### src/logic/eth_loop_pkg.sv
// shared widths, stream types and flag bit positions imported by every loopback module
package eth_loop_pkg;

	localparam int BYTE_W = 8;
	localparam int POS_W = 16;
	localparam int CSUM_W = 16;
	localparam int FLAGS_W = 2;

	// one byte of the frame stream
	typedef logic [BYTE_W-1:0] byte_t;

	// byte index inside a frame
	typedef logic [POS_W-1:0] frame_pos_t;

	// one's-complement checksum value
	typedef logic [CSUM_W-1:0] csum_t;

	// per-frame receive flags
	typedef logic [FLAGS_W-1:0] rx_flags_t;

	// checksum position as carried in the frame tag
	typedef logic [POS_W-2:0] csum_pos_t;

	// flag bits inside rx_flags_t
	localparam int FLAG_DROP = 1;
	localparam int FLAG_FCS_BAD = 0;

endpackage
### src/logic/loop_tx_fsm.sv
// transmit FSM that replays buffered frames on the output stream and patches in the checksum
module loop_tx_fsm (
	input logic clk,
	input logic rst_n,

	input logic frame_avail,
	input eth_loop_pkg::csum_t desc_value,
	input eth_loop_pkg::byte_t rd_data,
	input logic rd_last,
	input logic at_csum_hi,
	input logic at_csum_lo,

	output logic rd_en,
	output logic desc_pop,
	output logic pos_clear,
	output logic pos_step,

	output eth_loop_pkg::byte_t m_data,
	output logic m_last,
	output logic m_valid,
	input logic m_ready
);
	import eth_loop_pkg::*;

	typedef enum logic [1:0] {TX_IDLE, TX_LOAD, TX_SEND, TX_FINISH} tx_state_t;

	tx_state_t state;
	tx_state_t state_next;
	logic load;
	byte_t patch_byte;

	always_comb begin
		state_next = state;
		rd_en = 1'b0;
		desc_pop = 1'b0;
		pos_clear = 1'b0;
		pos_step = 1'b0;
		load = 1'b0;

		case (state)
			TX_IDLE: begin
				if (frame_avail) begin
					rd_en = 1'b1;
					pos_clear = 1'b1;
					state_next = TX_LOAD;
				end
			end
			TX_LOAD: begin
				// first byte, prefetch the second
				load = 1'b1;
				pos_step = 1'b1;
				rd_en = !rd_last;
				state_next = TX_SEND;
			end
			TX_SEND: begin
				if (m_ready) begin
					if (m_last) begin
						state_next = TX_FINISH;
					end else begin
						load = 1'b1;
						pos_step = 1'b1;
						rd_en = !rd_last;
					end
				end
			end
			TX_FINISH: begin
				desc_pop = 1'b1;
				state_next = TX_IDLE;
			end
			default: begin
				state_next = TX_IDLE;
			end
		endcase
	end

	// zero value means nothing to patch
	always_comb begin
		patch_byte = rd_data;
		if (desc_value != '0) begin
			if (at_csum_hi) begin
				patch_byte = desc_value[15:8];
			end else if (at_csum_lo) begin
				patch_byte = desc_value[7:0];
			end
		end
	end

	always_ff @(posedge clk) begin
		if (!rst_n) begin
			state <= TX_IDLE;
			m_valid <= 1'b0;
		end else begin
			state <= state_next;
			if (load) begin
				m_valid <= 1'b1;
			end else if (m_ready) begin
				m_valid <= 1'b0;
			end
		end
	end

	always_ff @(posedge clk) begin
		if (load) begin
			m_data <= patch_byte;
			m_last <= rd_last;
		end
	end

endmodule

### config.mk
export PLATFORM = sky130hd
export DESIGN_NAME = loop_tx_fsm
export DESIGN_NICKNAME = d
export VERILOG_FILES = /design/src/logic/eth_loop_pkg.sv /design/src/logic/loop_tx_fsm.sv
export SDC_FILE = /design/constraint.sdc
export NUM_CORES = 1
export LEC_CHECK = 0
export BUFFER_PORTS_ARGS = -buffer_cell sky130_fd_sc_hd__buf_2
export CAP_MARGIN = 25
export CORE_ASPECT_RATIO = 0.75
export CORE_MARGIN = 1.5
export CORE_UTILIZATION = 40
export CTS_CLUSTER_DIAMETER = 80
export DETAILED_ROUTE_END_ITERATION = 12
export PLACE_DENSITY = 0.82
export SETUP_SLACK_MARGIN = 0.2
export SLEW_MARGIN = 0
export SYNTH_ARGS = -nofsm -noshare
export SYNTH_HDL_FRONTEND = slang
export SYNTH_SLANG_ARGS = --single-unit
### constraint.sdc
create_clock -name clk -period 3.5 [get_ports clk]
set_clock_uncertainty 0.05 [all_clocks]
set_input_delay 0.35 -clock clk [delete_from_list [all_inputs] [get_ports clk]]
set_output_delay 0.35 -clock clk [all_outputs]
set_load 0.005 [all_outputs]
# [Word-level counts from Yosys, hierarchy flattened]
# Cells that the tools add are included.
[op_classes] eq_ne=6 muxes=18 n_reduce_logical=5
[op_table] cell="$mux 8" count=3
[op_table] cell="$reduce_bool 16->1" count=1
[op_table] cell="$mux 1" count=9
[op_table] cell="$pmux 2 s4" count=1
[op_table] cell="$mux 2" count=3
[op_table] cell="$ne 2x2->1 const B" count=3
[op_table] cell="$eq 2x2->1 const B" count=2
[op_table] cell="$pmux 1 s3" count=1
[op_table] cell="$reduce_and 3->1" count=1
[op_table] cell="$eq 2x1->1 const B" count=1
[op_table] cell="$logic_not 2->1" count=1
[op_table] cell="$pmux 1 s2" count=1
[op_table] cell="$reduce_bool 2->1" count=1
[op_table] cell="$logic_not 1->1" count=1
[word_totals] regBits=12 out_inout_bits=14

# [Longest topological paths before layout]
[depth] depth_word=4 mapped_depth=5

# [Worst setup path after synthesis]
# Ideal clock, no wire load.
[synth_timing] path_type="register to output" startpoint="register state[0]" endpoint="output pos_step" t_arrival_ns=1.091 slack_ns=2.009 path_stages_with_launch=5 n_path_buf=0 path_cell_list="dfxtp_1 -> inv_1 -> ha_1 -> and3b_1 -> o21a_1"
[synth_via] elab_chain_len=2 word_cells_on_any_way=3
[synth_lines] item="start, declared" line_no="loop_tx_fsm.sv:27" rtl="tx_state_t state;"
[synth_lines] item="start signal, assigned" line_no="loop_tx_fsm.sv:93" rtl="state <= state_next;"
[synth_lines] item="$eq 2x2->1 / $eq 2x1->1 (equally long branches)" line_no="loop_tx_fsm.sv:40" rtl="case (state)"
[synth_lines] item="$pmux 1 s2 *" line_no="loop_tx_fsm.sv:40"
[synth_lines] item="end, declared" line_no="loop_tx_fsm.sv:16" rtl="output logic pos_step,"
# Every way passes the cells marked *; elsewhere a longest branch is shown, timed or not.

# [Worst setup path in the final report]
# Ends and elaborated chain as after synthesis.

==> flow_summary.ini <==
[cts]
numClockSinks = 12
holdBufCountCts = 0
numCtsBuffers = 3
cts_tree = done
post_cts_buffers = 0
clk_pin_slew_ns = 0.07
htreeDepth = 1
cts_buffer_depth = 2
root_buffer = clkbuf_4
worstSkewPairLatency_ns = 0.27
ctsResizeCount = 0

[sta]
fin_crit_sh_pct = 61.3
max_freq_mhz = 466
hold_viol = 0
setup_viol = 0
worstMarginPinSlew_ns = 0.478
drv_slew = 0
fin_setup_tns_ns = 0
relSlewSlack_pct = 68.2
finalCriticalPeriod_ns = 2.14
fin_ws_ns = 1.36
rsz0062_at_grt = false

[detailed_routing]
drc = 0
wl_um = 1930
via_per_inst = 4.99
detail_route.wl_per_cell_um = 13.5
first_pass_iters = 3
antenna_left = 0
vias = 713
drtIter0Drc = 10

[setup_path]
critPathMaxStageDelay_ns = 0.42
cp_max_fo = 11
worst-path-buf-inv = 2
critical_path.top_delay_family = compound AO/OA/AOI/OAI gates
critPathRequiredTime_ns = 3.10
path_class = reg2out
critPathLaunchType = flip-flop
path_depth = 5
regToRegSetupSlack_ns = 1.82
reg2reg_depth = 4
critPathSlowestCell = o21a_1
cp-end-kind = output pin
crit_chain = inv_1, ha_1, and3b_1, o21a_1, buf_2
cp.arrival_ns = 1.74

[die]
die_y_um = 43.1
start_util_pct = 42.5
dieArea_sq_mm = 0.00243
core_area_sq_mm = 0.00201
die_w_um = 56.4
io_pins = 45
num_rows = 14

[global_routing]
antenna_found_initial = 0
grt_pass1_vias = 777
grt_usage_pct = 17.8
grt_max_degree = 17
grt_pass1_wl_um = 3270
grt.met3_usage_pct = 4.27
met1_usage_pct = 16.8
met2_usage_pct = 37.9
grt_overflow = 0
grt-busiest-layer = met2

[yosys]
ys_ff_latch = 12
ys.warnings.count = 0
synth.top_cell.area_share_pct = 31.6
avgSynthCellArea_sq_um = 11.7
synth_area_leaders = edfxtp_1 (32%), nor4_4 (9.9%), mux2i_1 (9.4%)
synthCells = 73
synth.distinct_cells = 21
yosysSeqAreaShare_pct = 38.6
yosys.area.top_type = edfxtp_1
syn_nets = 109
synth_area_sq_um = 856

[cells_and_area]
final_util_pct = 56.3
diodes = 0
fillers = 172
final_common_cell = buf_2
multi_input_area_sq_um = 505
layout_common_cells = buf_2 (44), o21ai_0 (10), nand2_1 (9), edfxtp_1 (9), mux2i_1 (8)
nets = 156
seqCellArea_sq_um = 330
syn_to_final_growth_pct = 32.5
drive_above_1_share_pct = 49.6

[worst_hold_path]
min_path_type = in2reg
min_path_cells = 1

[place]
gp_congestion = 0.871
pre_cts_ws_ns = 1.66
io_buffers = 44
hpwl_um = 1660

[power_and_ir_drop]
p_per_area_mw_per_mm2 = 504
ir_drop_mv = 0.367
p_total_mw = 0.571
power.leakage_nw = 0.533

[run_status]
status = complete, no violations

[run]
drv_cap = 0
-- state kept, by name (all words and copies together), names as in the netlist --
| name | count |
|---|---|
| m_data | 8 |
| m_last | 1 |
| m_valid | 1 |
| state | 2 |
-- cells by family (layout without fill, tap and decap cells) --
family                     count (synthesis)  after routing  share of synthesized area (%)
and+or+nand+nor                           18             18                           19.9
AOI/OAI and AO/OA                         17             17                           12.0
buffers and inverters                      5             51                           2.34
muxes                                     16             16                           19.9
adders and majority gates                  5              5                           7.31
DFF                                       12             12                           38.6
-- cells in the mapped netlist --
master and number:
nand4_4 1, edfxtp_1 9, mux2_1 2, clkbuf_1 1
o21bai_1 1, buf_2 1, mux2_2 6, ha_1 5
nor4_4 4, or3b_1 1, a21oi_1 1, mux2i_1 8
inv_1 3, nor2b_1 2, dfxtp_1 3, o311a_1 1
nand2_1 9, o21a_1 2, o21ai_0 10, a21boi_1 2
and3b_1 1
-- report_power, final --
part	internal [mW]	switching [mW]
Combinational	0.111	0.127
Clock	0.0632	0.0441
Sequential	0.207	0.0193
-- routing by layer --
layer	vias to the layer above	routed length [um]
li1	364	-
met1	334	712
met2	15	1140
met3	0	73
met4	0	0
met5	-	0
-- layout make-up --
class | count | area share (%)
Inverter | 3 | 0.993
Multi-Input combinational cell | 56 | 44.6
Sequential cell | 12 | 29.1
Tap cell | 24 | 2.65
Clock buffer | 4 | 3.20
Timing Repair Buffer | 44 | 19.4
-- worst register-to-register path: stages, from the launching register on --
cell     delay, ns
dfxtp_1       0.33
inv_1         0.13
ha_1          0.20
and3b_1       0.19
o21a_1        0.42
-- final timing paths --
| path | startpoint | end |
|---|---|---|
| worst max-delay path | state[0] | pos_step |
| worst min-delay path | rd_last | m_last |
| worst max register to register | state[0] | m_data[2] |
| worst min register to register | state[1] | state[1] |
-- metrics by stage --
| step | area [sq um] | hold slack [ns] | instances |
|---|---|---|---|
| 2_1_floorplan | 856 | 0.399 | 73 |
| 3_3_place_gp | 1100 | 0.457 | 139 |
| 3_5_place_dp | 1100 | 0.478 | 139 |
| 4_1_cts | 1130 | 0.211 | 143 |
| 5_1_grt | 1130 | 0.202 | 143 |
| 6_report | 1130 | 0.219 | 143 |
Power figures use the tool's default switching activity.
