<file path="config.mk">
export PLATFORM = sky130hd
export DESIGN_NAME = csum_patch_counter
export DESIGN_NICKNAME = d
export VERILOG_FILES = /design/src/logic/eth_loop_pkg.sv /design/src/logic/csum_patch_counter.sv
export SDC_FILE = /design/constraint.sdc
export NUM_CORES = 1
export LEC_CHECK = 0
export ABC_AREA = 1
export ABC_CLOCK_PERIOD_IN_PS = 1900
export CORE_MARGIN = 4
export CORE_UTILIZATION = 50
export DETAILED_ROUTE_END_ITERATION = 10
export DONT_BUFFER_PORTS = 1
export PLACE_DENSITY_LB_ADDON = 0.05
export SLEW_MARGIN = 20
export SYNTH_ARGS = -nofsm -noshare
export SYNTH_HDL_FRONTEND = slang
export SYNTH_SLANG_ARGS = --single-unit
</file>
<file path="constraint.sdc">
create_clock -name clk -period 1.9 [get_ports clk]
set_clock_uncertainty 0.2 [all_clocks]
set_input_delay 0.095 -clock clk [delete_from_list [all_inputs] [get_ports clk]]
set_output_delay 0.095 -clock clk [all_outputs]
set_load 0.1 [all_outputs]
</file>
<file path="src/logic/eth_loop_pkg.sv">
// shared widths, stream types and flag bit positions imported by every loopback module
package eth_loop_pkg;

	localparam int BYTE_W = 8;
	localparam int POS_W = 16;
	localparam int CSUM_W = 16;
	localparam int FLAGS_W = 2;

	// one byte of the frame stream
	typedef logic [BYTE_W-1:0] byte_t;

	// byte index inside a frame
	typedef logic [POS_W-1:0] frame_pos_t;

	// one's-complement checksum value
	typedef logic [CSUM_W-1:0] csum_t;

	// per-frame receive flags
	typedef logic [FLAGS_W-1:0] rx_flags_t;

	// checksum position as carried in the frame tag
	typedef logic [POS_W-2:0] csum_pos_t;

	// flag bits inside rx_flags_t
	localparam int FLAG_DROP = 1;
	localparam int FLAG_FCS_BAD = 0;

endpackage
</file>
<file path="src/logic/csum_patch_counter.sv">
// byte index of the frame being sent, flagging where the checksum bytes go
module csum_patch_counter (
	input logic clk,
	input logic rst_n,

	input logic pos_clear,
	input logic pos_step,
	input eth_loop_pkg::csum_pos_t desc_pos,

	output logic at_csum_hi,
	output logic at_csum_lo
);
	import eth_loop_pkg::*;

	// index of the byte now offered by the buffer
	frame_pos_t pos;
	frame_pos_t lo_pos;

	always_ff @(posedge clk) begin
		if (!rst_n || pos_clear) begin
			pos <= '0;
		end else if (pos_step) begin
			pos <= pos + 1'b1;
		end
	end

	always_comb begin
		lo_pos = {1'b0, desc_pos};
		at_csum_lo = pos == lo_pos;
		// high byte sits just before the low one
		at_csum_hi = pos == lo_pos - 1'b1;
	end

endmodule

</file>
==> Yosys cells after proc, flatten, opt, wreduce, memory -nomap -nowiden <==
Cells that the tools add are included.
{ "totals": {"elab_cells": 7, "register_bits": 16, "out_inout_bits": 2, "mem_bits_rw": 0, "latch_bits": 0, "romBits": 0, "n_memories": 0} }
{ "op_classes": {"n_reduce_logical": 2, "shift": 0, "mul": 0, "div_mod_pow": 0, "bitwise": 0, "n_mux": 0, "n_eq_ne": 2, "addsub": 2, "order_cmp": 0} }
{ "ops": {"columns": ["op", "count"], "rows": [
  ["16-bit by 1-bit adder with 16-bit output (second input constant)", 1],
  ["16-bit by 15-bit equality test with 1-bit output", 1],
  ["16-bit equality test", 1],
  ["15-bit by 1-bit subtractor with 16-bit output (second input constant)", 1],
  ["1-bit zero test", 1],
  ["1-bit logical OR", 1]
]} }

==> Longest topological paths before layout <==
{ "depth": {"depth_word": 2, "mapped_depth": 12, "depth_no_buf": 12} }

==> Least setup slack after synthesis <==
No wires, ideal clock.
{ "synth_timing": {"path_type": "register to output", "start": "reg pos[7]", "end": "out at_csum_lo", "setup_slack_ns": -2.013, "path_stages_with_launch": 7, "arrival_time_ns": 3.618, "path_buffers": 0, "cell_sequence": "dfxtp_1 > inv_1 > nand2_1 > nand2_1 > inv_1 > nand4_1 > nor4_1"} }
{ "synth_via": {"elab_chain_cells": 1} }
{ "synth_rtl": {"columns": ["item", "line_no", "text"], "rows": [
  ["start, declared", "csum_patch_counter.sv:16", "frame_pos_t pos;"],
  ["start signal, assigned", "csum_patch_counter.sv:23", "pos <= pos + 1'b1;"],
  ["16-bit by 15-bit equality test with 1-bit output", "csum_patch_counter.sv:29", "at_csum_lo = pos == lo_pos;"],
  ["end, declared", "csum_patch_counter.sv:11", "output logic at_csum_lo"]
]} }
No other way between the ends.

==> Worst setup path in the final report <==
{ "layout_timing": {"start": "reg pos[0]", "end": "out at_csum_hi"} }
{ "layout_via": {"elab_chain_cells": 1} }
{ "layout_rtl": {"columns": ["item", "line_no", "text"], "rows": [
  ["16-bit equality test", "csum_patch_counter.sv:31", "at_csum_hi = pos == lo_pos - 1'b1;"],
  ["end, declared", "csum_patch_counter.sv:10", "output logic at_csum_hi,"]
]} }
No other way between the ends.

==> impl_metrics.py <==
metrics = {
    "place": {
        "place.port_buffers": 0,
        "gp_congestion": 0.851,
        "dp_hpwl_mm": 2.75,
        "placed_area_mm2": 0.00158,
    },
    "die": {
        "die_area_mm2": 0.00386,
        "die_w_um": 62.1,
        "core_area_mm2": 0.00278,
        "io_pins": 21,
        "num_rows": 19,
        "fp.dieH_um": 62.1,
        "initial_utilization_pct": 52.7,
    },
    "clock_tree": {
        "htreeDepth": 1,
        "clk_pin_slew_worst_paths_ns": 0.09,
        "cts_tree": "yes",
        "cts_sinks": 16,
        "clk_latency_ns": 0.29,
        "clock_path_buffers": 2,
        "cts-root-buf": "clkbuf_4",
        "numCtsBuffers": 3,
    },
    "sta": {
        "setup_viol": 2,
        "period_needed_ns": 1.93,
        "grt_setup_unrepaired": "yes",
        "tightest_slew_ns": 0.324,
        "fmax_ghz": 0.519,
        "drv_slew": 0,
        "tns_ns": -0.0498,
        "finalCritPeriodShare_pct": 101,
        "hold_viol_final": 0,
        "relSlewSlack_pct": 78.4,
        "setup_ws_ns": -0.0282,
    },
    "setup_path": {
        "worst-path-max-fanout": 3,
        "cp.required_ns": 1.60,
        "crit_chain": "inv_2 > nand2_1 > nand2_2 > nor2_1 > nand3_1 > nor2_2 > nand2_1 > nor2_1 > nand2_1 > nor2_4 > buf_12",
        "r2r-start": "pos[0]",
        "path_class": "flop to output port",
        "crit_arrival_ns": 1.63,
        "critPathBufInv": 2,
        "worst-path-stages": 11,
        "cpMostUsedCell": "nand2_1",
        "crit_start": "pos[0]",
        "ff2ff_path_depth": 9,
        "r2r_slack_ns": 0.10,
        "crit_family": "simple AND/OR/NAND/NOR gates",
        "crit_end": "at_csum_hi",
        "start_kind": "flop",
        "reg2reg_to": "pos[12]",
        "cp_slowest_cell": "dfxtp_4",
        "max_stage_delay_ns": 0.37,
        "endpoint_kind": "output port",
    },
    "routing": {
        "num_vias": 1579,
        "dr.pass1.iters": 4,
        "drtAntennaViolNets": 0,
        "vias_per_cell": 5.06,
        "drc": 0,
        "drt_first_iter_violations": 76,
        "wl_mm": 3.54,
        "wl_per_cell_um": 11.4,
    },
    "yosys": {
        "synth_mux_area_share_pct": 0,
        "synth.distinct_cells": 24,
        "synth.most_common_cell": "nand2_1",
        "synthXorXnorAreaFrac_pct": 5.98,
        "ys_warn_count": 0,
        "synth_ff_type": "dfxtp_1",
        "avgSynthCellArea_um2": 5.61,
        "synth_nets": 282,
        "syn_inst": 261,
        "synth_compound_area_share_pct": 8.20,
        "synth_enable_flop_cells": 0,
        "synthSimpleGateAreaFrac_pct": 50.9,
        "seq_area_frac_synth_pct": 21.9,
        "synthTopCellsByArea": "nand2_1 (22%), dfxtp_1 (22%), inv_1 (11%), nor2_1 (9.2%), nand3_1 (4.8%)",
        "synth_top_family_by_area": "simple AND/OR/NAND/NOR gates",
        "yosys.area.top_type_share_pct": 22.0,
        "synth_commonest_cells": "nand2_1 (86), inv_1 (42), nor2_1 (36)",
        "ys_ff_latch": 16,
        "synth_top_cell_by_area": "nand2_1",
        "yosys.area_share.adder_pct": 1.71,
        "netlist_area_mm2": 0.00147,
        "synthArstFlopShare_pct": 0,
    },
    "layout": {
        "multi_input_area_mm2": 0.00109,
        "final_area_mm2": 0.00185,
        "antenna_cells": 0,
        "fillCellCount": 260,
        "regMostFlops": "pos",
        "drive_above_1_share_pct": 24.6,
        "reg_top3": "pos (16)",
        "largest_reg_flops": 16,
        "regArea_um2": 354,
        "synthToLayoutAreaGrowth_pct": 26.2,
        "nets": 303,
    },
    "grt": {
        "antenna_found_initial": 0,
        "grtUsageMet3_pct": 1.98,
        "grt_usage_pct": 18.9,
        "grt_overflow": 0,
        "grt_pass1_wl_mm": 6.17,
        "grt-busiest-layer": "met2",
        "grtUsageMet2_pct": 31.1,
        "grt_use_met1_pct": 26.0,
        "first_global_vias": 1405,
        "grt_max_degree": 12,
    },
    "job": {
        "max_cap_violations": 0,
    },
    "status": {
        "status": "finished, violations left",
        "violations": "negative setup slack",
    },
    "power": {
        "combPwrFrac_pct": 18.8,
        "power_mw": 0.686,
        "seq_power_share_pct": 48.0,
        "internal_power_mw": 0.498,
        "switching_share_pct": 27.4,
        "switchingPower_mw": 0.188,
        "pwr_density_cell_mw_per_mm2": 371,
        "power_frac_clock_pct": 33.2,
        "ir_worst_vdd_uv": 422,
        "p_leak_nw": 0.850,
    },
    "min_path": {
        "min_path_type": "flop to flop",
    },
}
stage by stage:
step	setup slack, ns	instances	utilization (%)	hold slack (ns)
after global routing	-0.170	312	66.5	0.283
after global placement	0.112	293	56.9	0.0540
after floorplan	-0.206	261	-	0.0336
after detailed placement	0.121	293	56.9	0.0491
after CTS	-0.0713	308	63.1	0.291
final	-0.0282	312	66.5	0.271
layout make-up:
type	instances	share of cell area, %
Multi-Input combinational cell	201	58.9
Sequential cell	16	19.1
Timing Repair Buffer	18	9.27
Inverter	42	8.66
Tap cell	31	2.10
Clock buffer	4	1.96
worst reg2reg max path: cells and delay by family (launching register included):
| kind | cells | cell delay (ns) |
|---|---|---|
| flops | 1 | 0.37 |
| buf+inv | 1 | 0.14 |
| compound gates | 1 | 0.12 |
| simple gates | 6 | 0.71 |
| fa+ha+maj | 1 | 0.15 |
cell usage in the layout (no fill, tap or decap), types with 4 or more instances in the layout:
cell type,n
nand2_1,80
inv_2,4
nor3_1,5
nor2_4,4
nand4_1,6
buf_4,12
dfxtp_2,6
nand3_1,14
a21oi_1,12
o21ai_0,6
nand2_2,8
xnor2_2,5
dfxtp_4,7
xor2_1,4
nor2_2,6
inv_1,37
nor2_1,34
layer usage:
metal | up-vias | routed length, um
li1 | 860 | -
met1 | 681 | 1610
met2 | 34 | 1700
met3 | 4 | 195
met4 | 0 | 39
met5 | - | 0
worst min path at each step:
stage,from,endpoint,slack [ns],cells after the start
after floorplan,pos_step,pos[1],0.03,2
after global placement,pos_step,pos[1],0.05,2
after detailed placement,pos_step,pos[1],0.05,2
after CTS,pos[10],pos[10],0.29,2
after global routing,pos[10],pos[10],0.28,2
final,pos[10],pos[10],0.27,2
power groups by stage:
stage	Sequential [mW]	Clock (mW)	Combinational [mW]
6_report	0.329	0.228	0.129
4_1_cts	0.330	0.235	0.121
3_3_place_gp	0.347	0	0.106
3_5_place_dp	0.347	0	0.105
5_1_grt	0.329	0.246	0.149
2_1_floorplan	0.346	0	0.0872
cell families after synthesis:
logic type	count (synthesis)
XOR/XNOR	10
AND/OR/NAND/NOR	166
flip-flops	16
buffers and inverters	44
AO/OA/AOI/OAI	23
adder cells (fa/ha/maj)	2
repair_timing:
item                                    in CTS  in global routing
hold endpoints to repair                    16                  0
gates resized for setup                     21                 23
pin swaps                                    6                  7
endpoints found under the setup margin       2                  4
cloned                                       0                  0
hold buffers                                 3                  0
buffers inserted                             8                  4
No activity file was read; power rests on OpenSTA's default activity.
