<file path="src/logic/eth_loop_pkg.sv">
// shared widths, stream types and flag bit positions imported by every loopback module
package eth_loop_pkg;

	localparam int BYTE_W = 8;
	localparam int POS_W = 16;
	localparam int CSUM_W = 16;
	localparam int FLAGS_W = 2;

	// one byte of the frame stream
	typedef logic [BYTE_W-1:0] byte_t;

	// byte index inside a frame
	typedef logic [POS_W-1:0] frame_pos_t;

	// one's-complement checksum value
	typedef logic [CSUM_W-1:0] csum_t;

	// per-frame receive flags
	typedef logic [FLAGS_W-1:0] rx_flags_t;

	// checksum position as carried in the frame tag
	typedef logic [POS_W-2:0] csum_pos_t;

	// flag bits inside rx_flags_t
	localparam int FLAG_DROP = 1;
	localparam int FLAG_FCS_BAD = 0;

endpackage
</file>
<file path="src/logic/eth_frame_loop_csum.sv">
// header parser and layer-4 checksum engine that tags each frame for the loopback buffer
module eth_frame_loop_csum (
	input logic clk,
	input logic rst_n,

	input eth_loop_pkg::byte_t s_data,
	input eth_loop_pkg::rx_flags_t s_user,
	input logic s_last,
	input logic s_valid,

	output eth_loop_pkg::byte_t csum_data,
	output eth_loop_pkg::rx_flags_t csum_flags,
	output logic csum_last,
	output logic csum_valid,
	output eth_loop_pkg::csum_t csum_value,
	output eth_loop_pkg::csum_pos_t csum_pos
);
	import eth_loop_pkg::*;

	typedef enum logic [1:0] {ETH_UNKNOWN, ETH_IPV4, ETH_IPV6} eth_proto_t;

	localparam byte_t PROTO_ICMP = 8'h01;
	localparam byte_t PROTO_TCP = 8'h06;
	localparam byte_t PROTO_UDP = 8'h11;
	localparam byte_t PROTO_ICMPV6 = 8'h3A;

	eth_proto_t proto;
	frame_pos_t count;
	frame_pos_t l4_start;
	frame_pos_t data_end;
	frame_pos_t pos_lo;
	logic l4_ok;
	logic icmp4;
	byte_t prev_byte;
	csum_t acc;
	csum_t acc_next;
	csum_t add_word;
	csum_t final_sum;
	logic [16:0] sum_wide;
	logic in_data;
	logic zero_byte;

	always_comb begin
		in_data = l4_ok && count >= l4_start && count <= data_end;
		add_word = '0;

		case (proto)
			ETH_IPV4: begin
				// seed with minus the header length so adding total length gives L4 length
				if (count == 16'd14) begin
					add_word = ~{10'd0, s_data[3:0], 2'b00};
				end else if (count == 16'd17) begin
					add_word = {prev_byte, s_data};
				end else if (count == 16'd23) begin
					add_word = {8'h00, s_data};
				end else if (count >= 16'd27 && count <= 16'd33 && count[0] && !icmp4) begin
					add_word = {prev_byte, s_data};
				end
			end
			ETH_IPV6: begin
				if (count == 16'd19) begin
					add_word = {prev_byte, s_data};
				end else if (count == 16'd20) begin
					add_word = {8'h00, s_data};
				end else if (count >= 16'd23 && count <= 16'd53 && count[0]) begin
					add_word = {prev_byte, s_data};
				end
			end
			default: begin
				add_word = '0;
			end
		endcase

		// payload words, checksum field skipped
		if (in_data) begin
			if (count[0] && count != pos_lo) begin
				add_word = {prev_byte, s_data};
			end else if (!count[0] && count == data_end) begin
				// odd tail padded with a zero low byte
				add_word = {s_data, 8'h00};
			end
		end

		sum_wide = {1'b0, acc} + {1'b0, add_word};
		acc_next = sum_wide[15:0] + {15'd0, sum_wide[16]};

		// all-zero result is sent as all-ones
		final_sum = (acc_next == 16'hFFFF) ? 16'hFFFF : ~acc_next;

		zero_byte = l4_ok && (count == pos_lo || count == pos_lo - 16'd1);
	end

	// parser state starts over on the beat after each frame end
	always_ff @(posedge clk) begin
		if (!rst_n || (s_valid && s_last)) begin
			proto <= ETH_UNKNOWN;
			count <= '0;
			acc <= '0;
			l4_ok <= 1'b0;
			icmp4 <= 1'b0;
			l4_start <= '0;
			data_end <= '0;
			pos_lo <= '0;
		end else if (s_valid) begin
			count <= count + 16'd1;
			acc <= acc_next;

			if (count == 16'd13) begin
				if ({prev_byte, s_data} == 16'h0800) begin
					proto <= ETH_IPV4;
				end else if ({prev_byte, s_data} == 16'h86DD) begin
					proto <= ETH_IPV6;
					l4_start <= 16'd54;
				end
			end

			case (proto)
				ETH_IPV4: begin
					if (count == 16'd14) begin
						l4_start <= {10'd0, s_data[3:0], 2'b00} + 16'd14;
					end
					if (count == 16'd17) begin
						data_end <= {prev_byte, s_data} + 16'd13;
					end
					if (count == 16'd23) begin
						if (s_data == PROTO_TCP) begin
							pos_lo <= l4_start + 16'd17;
							l4_ok <= 1'b1;
						end else if (s_data == PROTO_UDP) begin
							pos_lo <= l4_start + 16'd7;
							l4_ok <= 1'b1;
						end else if (s_data == PROTO_ICMP) begin
							// plain ICMP has no pseudo-header
							pos_lo <= l4_start + 16'd3;
							l4_ok <= 1'b1;
							icmp4 <= 1'b1;
							acc <= '0;
						end
					end
				end
				ETH_IPV6: begin
					if (count == 16'd19) begin
						data_end <= {prev_byte, s_data} + 16'd53;
					end
					if (count == 16'd20) begin
						if (s_data == PROTO_TCP) begin
							pos_lo <= 16'd71;
							l4_ok <= 1'b1;
						end else if (s_data == PROTO_UDP) begin
							pos_lo <= 16'd61;
							l4_ok <= 1'b1;
						end else if (s_data == PROTO_ICMPV6) begin
							pos_lo <= 16'd57;
							l4_ok <= 1'b1;
						end
					end
				end
				default: begin
					l4_ok <= 1'b0;
				end
			endcase
		end
	end

	always_ff @(posedge clk) begin
		if (!rst_n) begin
			csum_valid <= 1'b0;
		end else begin
			csum_valid <= s_valid;
		end
	end

	// one-cycle delayed byte with the tag loaded on the last beat
	always_ff @(posedge clk) begin
		if (s_valid) begin
			prev_byte <= s_data;
			csum_data <= zero_byte ? 8'h00 : s_data;
			csum_last <= s_last;
			csum_flags <= s_user;
			if (s_last) begin
				csum_value <= l4_ok ? final_sum : 16'h0000;
				csum_pos <= l4_ok ? pos_lo[14:0] : 15'd0;
			end
		end
	end

endmodule

</file>
<file path="config.mk">
export PLATFORM = sky130hd
export DESIGN_NAME = eth_frame_loop_csum
export DESIGN_NICKNAME = d
export VERILOG_FILES = /design/src/logic/eth_loop_pkg.sv /design/src/logic/eth_frame_loop_csum.sv
export SDC_FILE = /design/constraint.sdc
export NUM_CORES = 1
export LEC_CHECK = 0
export BUFFER_PORTS_ARGS = -buffer_cell sky130_fd_sc_hd__buf_2
export CAP_MARGIN = 0
export CELL_PAD_IN_SITES_DETAIL_PLACEMENT = 2
export CELL_PAD_IN_SITES_GLOBAL_PLACEMENT = 2
export CORE_AREA = 10 10 166 168
export DETAILED_ROUTE_END_ITERATION = 10
export DIE_AREA = 0 0 176 178
export HOLD_SLACK_MARGIN = 0.1
export PLACE_DENSITY_LB_ADDON = 0.1
export REMOVE_ABC_BUFFERS = 1
export SLEW_MARGIN = 20
export SYNTH_ARGS = -nofsm -noshare
export SYNTH_HDL_FRONTEND = slang
export SYNTH_SLANG_ARGS = --single-unit
</file>
<file path="constraint.sdc">
create_clock -name clk -period 8.15 [get_ports clk]
set_clock_uncertainty 0.2 [all_clocks]
set_input_delay 0.4075 -clock clk [delete_from_list [all_inputs] [get_ports clk]]
set_output_delay 0.4075 -clock clk [all_outputs]
set_load 0.05 [all_outputs]
</file>
* Word level (Yosys, flattened, before mapping)
Index checks and enable logic that the tools add are counted.
** Operators by class
- Bitwise gates (word level) :: 4
- Muxes and demuxes :: 45
- Add/sub/neg operators :: 10
- Magnitude comparators :: 6
- Reductions and logical operators :: 24
- Equality and inequality tests :: 25
** Operator list (count)
- 16-bit two-way mux :: 31
- 16-bit case mux with 2 select lines :: 3
- 16-bit by 5-bit equality test with 1-bit output, second input constant :: 4
- 16-bit equality test :: 3
- 16-bit equality test, second input constant :: 2
- 16-bit by 4-bit equality test with 1-bit output, second input constant :: 2
- 16-bit by 5-bit >= comparator with 1-bit output, second input constant :: 2
- 16-bit by 6-bit <= comparator with 1-bit output, second input constant :: 2
- 16-bit by 16-bit adder with 17-bit output :: 1
- 16-bit by 1-bit adder with 16-bit output :: 1
- 16-bit by 1-bit adder with 16-bit output, second input constant :: 1
- 16-bit by 2-bit adder with 16-bit output, second input constant :: 1
- 16-bit by 3-bit adder with 16-bit output, second input constant :: 1
- 16-bit by 4-bit adder with 16-bit output, second input constant :: 1
- 16-bit by 5-bit adder with 16-bit output, second input constant :: 1
- 16-bit by 6-bit adder with 16-bit output, second input constant :: 1
- 16-bit by 12-bit equality test with 1-bit output, second input constant :: 1
- 16-bit >= comparator :: 1
- 16-bit <= comparator :: 1
- 16-bit inequality test :: 1
- 16-bit inverter :: 1
- 6-bit inverter with 16-bit output :: 1
- 16-bit by 1-bit subtractor with 16-bit output, second input constant :: 1
- 6-bit AND reduction :: 2
- 21 further kinds :: 48
** Storage, ports and cells
- Register bits :: 135
- Word-level logic and storage cells :: 129
- Bits of input ports :: 14
- Output and inout bits :: 43

* Logic depth before layout (Yosys ltp)
- Depth in word-level cells :: 19
- Mapped depth :: 35

* Least setup slack after synthesis
OpenSTA, ideal clock, no wires.
- Kind :: flip-flop to flip-flop
- Start :: register count[0]
- End :: register csum_value[13], data pin
- Clock period less this slack :: 7287 ps
- Library setup time :: 142 ps
- Data arrival time :: 6945 ps
- Path slack :: 863 ps
- Data required time :: 7808 ps
- Cell stages (with the launch flop) :: 35
- Cells stage by stage :: dfxtp_1 > clkbuf_1 > inv_1 > ha_1 > nand2b_1 > a21o_1 > a21o_1 > a21o_1 > a21o_1 > a311oi_1 > o41ai_1 > clkbuf_1 > o22ai_1 > a21o_1 > ha_1 > inv_1 > fa_1 > nand3b_1 > a31oi_1 > a211o_1 > o41ai_1 > nor2b_1 > o21ai_0 > nand2b_1 > ha_1 > nand2b_1 > a2111o_1 > a211o_2 > nor3_2 > nand4_1 > xnor2_1 > a2111oi_4 > nand4_2 > buf_6 > o21ai_2
** On the way
- Word-level cells in the longest chain between the ends :: 16
- Elaborated cells on any way between the ends :: 39
- Classes of those cells :: 2 x add/sub; 6 x order compare; 8 x eq/ne; 12 x mux; 1 x bitwise; 10 x reduce/logical
** RTL lines
- start, declared :: RTL line eth_frame_loop_csum.sv:28 : frame_pos_t count;
- start signal, assigned :: RTL line eth_frame_loop_csum.sv:105 : count <= count + 16'd1;
- 16-bit by 5-bit >= comparator with 1-bit output or 16-bit by 6-bit <= comparator with 1-bit output (tied branches) :: RTL line eth_frame_loop_csum.sv:56 : end else if (count >= 16'd27 && count <= 16'd33 && count[0] && !icmp4) begin
- 1-bit logical AND (3 in series) :: RTL line eth_frame_loop_csum.sv:56
- 16-bit two-way mux :: RTL line eth_frame_loop_csum.sv:56
- 16-bit two-way mux :: RTL line eth_frame_loop_csum.sv:54 : end else if (count == 16'd23) begin
- 16-bit two-way mux :: RTL line eth_frame_loop_csum.sv:52 : end else if (count == 16'd17) begin
- 16-bit two-way mux :: RTL line eth_frame_loop_csum.sv:50 : if (count == 16'd14) begin
- 16-bit case mux with 2 select lines :: RTL line eth_frame_loop_csum.sv:47 : case (proto)
- 16-bit two-way mux :: RTL line eth_frame_loop_csum.sv:78 : end else if (!count[0] && count == data_end) begin
- 16-bit two-way mux :: RTL line eth_frame_loop_csum.sv:76 : if (count[0] && count != pos_lo) begin
- 16-bit two-way mux * :: RTL line eth_frame_loop_csum.sv:75 : if (in_data) begin
- 16-bit by 16-bit adder with 17-bit output * :: RTL line eth_frame_loop_csum.sv:84 : sum_wide = {1'b0, acc} + {1'b0, add_word};
- 16-bit by 1-bit adder with 16-bit output * :: RTL line eth_frame_loop_csum.sv:85 : acc_next = sum_wide[15:0] + {15'd0, sum_wide[16]};
- 16-bit equality test or 16-bit inverter (tied branches) :: RTL line eth_frame_loop_csum.sv:88 : final_sum = (acc_next == 16'hFFFF) ? 16'hFFFF : ~acc_next;
- 16-bit two-way mux * :: RTL line eth_frame_loop_csum.sv:88
- end signal, assigned :: RTL line eth_frame_loop_csum.sv:181 : csum_value <= l4_ok ? final_sum : 16'h0000;
- end, declared :: RTL line eth_frame_loop_csum.sv:15 : output eth_loop_pkg::csum_t csum_value,
Mark *: on every way between the ends. The rest lies on a longest branch, timed or not.
A chain may end at the register's enable or synchronous reset.

* Final worst setup path
- Start :: register count[0]
- End :: register csum_value[2], data pin
The elaborated chain is that of the path after synthesis.

==> results.py <==
metrics = {
    "setup_path": {
        "cp_top_family": "compound AO/OA/AOI/OAI gates",
        "rrSetupSlack_ns": 0.50,
        "crit_buf_inv": 4,
        "cp_common_cell": "a21o_1",
        "ff2ff_path_depth": 33,
        "crit_arrival_ns": 7.61,
        "reg2reg_from": "count[0]$_SDFFE_PP0P_",
        "end_kind": "flip-flop",
        "critPathSlowestCell": "a311oi_1",
        "crit_path_max_fanout": 14,
        "crit_path_max_incr_delay_ns": 0.44,
        "setup.worst_path.class": "reg -> reg",
        "rr_endpoint": "csum_value[2]$_SDFFCE_PN0P_",
        "crit_path_start_kind": "flip-flop",
        "crit_required_ns": 8.10,
    },
    "hold_path": {
        "worstHoldEndpoint": "data_end[0]$_SDFFE_PP0P_",
        "hold_start": "s_data[0]",
        "hold_depth": 2,
        "hp-class": "in -> reg",
    },
    "die": {
        "dieArea_mm2": 0.0313,
        "dieHeight_um": 178,
        "start_util_pct": 38.4,
        "row_count": 57,
        "die_w_um": 176,
        "io_pins": 57,
        "core_area_mm2": 0.0241,
    },
    "sta": {
        "rsz0062_at_grt": "false",
        "whs_ns": 0.135,
        "fin_setup_tns_ns": 0,
        "slew_headroom_pct": 35.1,
        "setup_viol": 0,
        "fin_ws_ns": 0.496,
        "hold_violations": 0,
        "fmax_mhz": 131,
        "tightest_slew_ns": 0.973,
        "period_needed_ns": 7.65,
        "fin_crit_sh_pct": 93.9,
        "final-max-slew-violation-count": 0,
    },
    "placed_design": {
        "port_buffers": 56,
        "gp_congestion": 0.845,
        "place.detailed.hpwl_um": 25500,
        "pre_cts_slack_ns": 0.0383,
        "place_area_mm2": 0.00994,
    },
    "power_and_ir_drop": {
        "p_per_area_mw_per_mm2": 155,
        "vdd_drop_max_mv": 0.120,
        "leakage_nw": 4.15,
    },
    "detailed_routing": {
        "via_count": 8267,
        "wl_um": 33800,
        "wire_per_inst_um": 23.4,
        "drtIter0Drc": 507,
        "first_pass_iters": 4,
        "antenna_left": 0,
        "via_per_inst": 5.71,
        "drc": 0,
    },
    "grt": {
        "grtUsageTotal_pct": 21.9,
        "antenna_found_initial": 0,
        "grt_start_max_net_pins": 80,
        "grt_pass1_vias": 9062,
        "gr-total-overflow": 0,
        "grt_pass1_wl_um": 53600,
    },
    "clock_tree": {
        "cts_tree": "done",
        "htree_levels": 4,
        "clockRootBuffer": "clkbuf_16",
        "cts_buffers": 17,
        "cts_buffer_depth": 2,
        "clock_sinks": 135,
        "insertion_delay_ns": 0.44,
        "cts.reportedPaths.clkPinSlew_ns": 0.06,
    },
    "yosys": {
        "synth.top_cell.area_share_pct": 18.4,
        "netlist_area_mm2": 0.00925,
        "ys_types": 85,
        "yosys_warnings": 0,
        "ys_top_cells_by_area": "dfxtp_1, edfxtp_1, ha_1",
        "synthFlopType": "dfxtp_1",
        "synth_area_leader_cell": "dfxtp_1",
        "syn_avg_cell_area_um2": 8.75,
        "synth_cells": 1058,
        "synth-edff-count": 50,
        "async_reset_ff_share_pct": 0,
        "ys_seq_area_share_pct": 34.6,
        "ys_ff_latch": 135,
    },
    "final_layout": {
        "layout-drive-gt1-share_pct": 14.9,
        "post-route-util_pct": 44.1,
        "antenna_cells": 0,
        "syn_to_final_growth_pct": 14.8,
        "fin_nets": 1197,
        "design_area_mm2": 0.0106,
    },
    "job": {
        "drv_cap": 0,
    },
    "run_status": {
        "status": "complete, no violations",
    },
}
## power breakdown
group	internal, mW	leakage [nW]	total [mW]	switching (mW)
registers	0.711	1.17	0.721	0.0102
clock network	0.459	0.282	0.809	0.350
logic	0.0326	2.70	0.121	0.0884
total	1.20	4.15	1.65	0.449
## area by class of cell
type | instances | area (um2)
fill | 2705 | 13500
multi-input combinational | 810 | 5650
sequential | 135 | 3210
timing repair buffer | 88 | 543
clock buffer | 18 | 429
tap | 324 | 405
inverter | 60 | 225
clock inverter | 14 | 168
## cells by family after synthesis
| group | after synthesis | synth area share [%] |
|---|---|---|
| buffers and inverters | 113 | 4.88 |
| DFF | 135 | 34.6 |
| adders and majority gates | 71 | 9.76 |
| xor gates and xnor gates | 87 | 8.48 |
| muxes | 13 | 1.43 |
| and+or+nand+nor | 392 | 22.7 |
| AOI/OAI and AO/OA | 247 | 18.2 |
## worst reg2reg max path, delay by kind of cell, from the launching register on
kind	cells	cell delay (ns)
AO/OA/AOI/OAI	16	3.70
adder cells (fa/ha/maj)	4	1.10
buffers and inverters	4	0.53
flip-flops	1	0.33
AND/OR/NAND/NOR	9	1.55
## cells in the mapped netlist, types with 5 or more instances
library cell	count
clkbuf_1	40
mux2i_1	11
o21ai_2	8
a31oi_1	6
o21ai_0	29
xor2_1	35
or2_2	6
o211ai_1	6
nor3_1	36
o22ai_1	10
and2_1	25
a21o_1	22
and4_1	5
and3_1	10
xnor2_1	49
ha_1	69
o21a_1	10
nor2b_1	18
nand4_1	25
nand3_1	32
nand2b_1	20
a22oi_1	11
buf_2	9
inv_1	60
dfxtp_1	85
edfxtp_1	50
nor2_1	93
or3_1	10
nand2_1	69
a211oi_1	22
a21oi_1	77
## worst max-delay path by stage
stage                                         from                           to  slack [ns]  cells after the start
after floorplan              count[5]$_SDFFE_PP0P_  csum_value[0]$_SDFFCE_PN0P_        0.28                     30
after global routing      l4_start[0]$_SDFFE_PP0P_  csum_value[2]$_SDFFCE_PN0P_       0.004                     32
after CTS                 l4_start[0]$_SDFFE_PP0P_  csum_value[2]$_SDFFCE_PN0P_        0.01                     30
after detailed placement     count[0]$_SDFFE_PP0P_  csum_value[2]$_SDFFCE_PN0P_        0.04                     31
final                        count[0]$_SDFFE_PP0P_  csum_value[2]$_SDFFCE_PN0P_        0.50                     33
after global placement      pos_lo[9]$_SDFFE_PP0P_  csum_value[2]$_SDFFCE_PN0P_        0.32                     29
## cell usage in the layout, fill, tap and decap left out, types with 10 or more instances in the layout
| master | n |
|---|---|
| or3_1 | 10 |
| mux2i_1 | 11 |
| nand3_1 | 32 |
| a21oi_1 | 77 |
| o21a_1 | 10 |
| buf_2 | 56 |
| and2_1 | 25 |
| a21o_1 | 22 |
| inv_1 | 60 |
| nand2_1 | 69 |
| nand4_1 | 25 |
| nand2b_1 | 19 |
| o21ai_0 | 29 |
| edfxtp_1 | 50 |
| buf_4 | 27 |
| o22ai_1 | 10 |
| nor2b_1 | 18 |
| clkbuf_16 | 17 |
| nor3_1 | 36 |
| nor2_1 | 92 |
| ha_1 | 69 |
| a211oi_1 | 22 |
| and3_1 | 10 |
| xor2_1 | 35 |
| xnor2_1 | 49 |
| a22oi_1 | 11 |
| dfxtp_1 | 82 |
## flip-flops by register name, summed over array words and instances (netlist names)
| name | cells |
|---|---|
| csum_pos | 15 |
| l4_ok | 1 |
| data_end | 16 |
| csum_valid | 1 |
| csum_last | 1 |
| pos_lo | 16 |
| count | 16 |
| acc | 16 |
| csum_flags | 2 |
| csum_data | 8 |
| icmp4 | 1 |
| csum_value | 16 |
| proto | 2 |
| l4_start | 16 |
| prev_byte | 8 |
## through the flow
step,total power [mW],cells
after floorplan,0.805,1005
after global placement,0.853,1412
after detailed placement,0.857,1412
after CTS,1.66,1448
after global routing,1.70,1449
final,1.65,1449
## layer usage
layer	wire length [um]	share of wire, %	vias up	track usage, %
li1	-	-	3914	-
met2	17300	51	113	39.2
met3	850	2.5	31	3.00
met1	15200	45	4209	27.0
met4	505	1.5	0	5.65
met5	0	0	-	0
## what timing repair did
item	in CTS	in global routing
resized for setup	0	7
endpoints found under the hold margin	4	0
hold buffers	4	0
endpoints found under the setup margin	0	16
setup buffers	0	1
No activity file was read; power rests on OpenSTA's default activity.
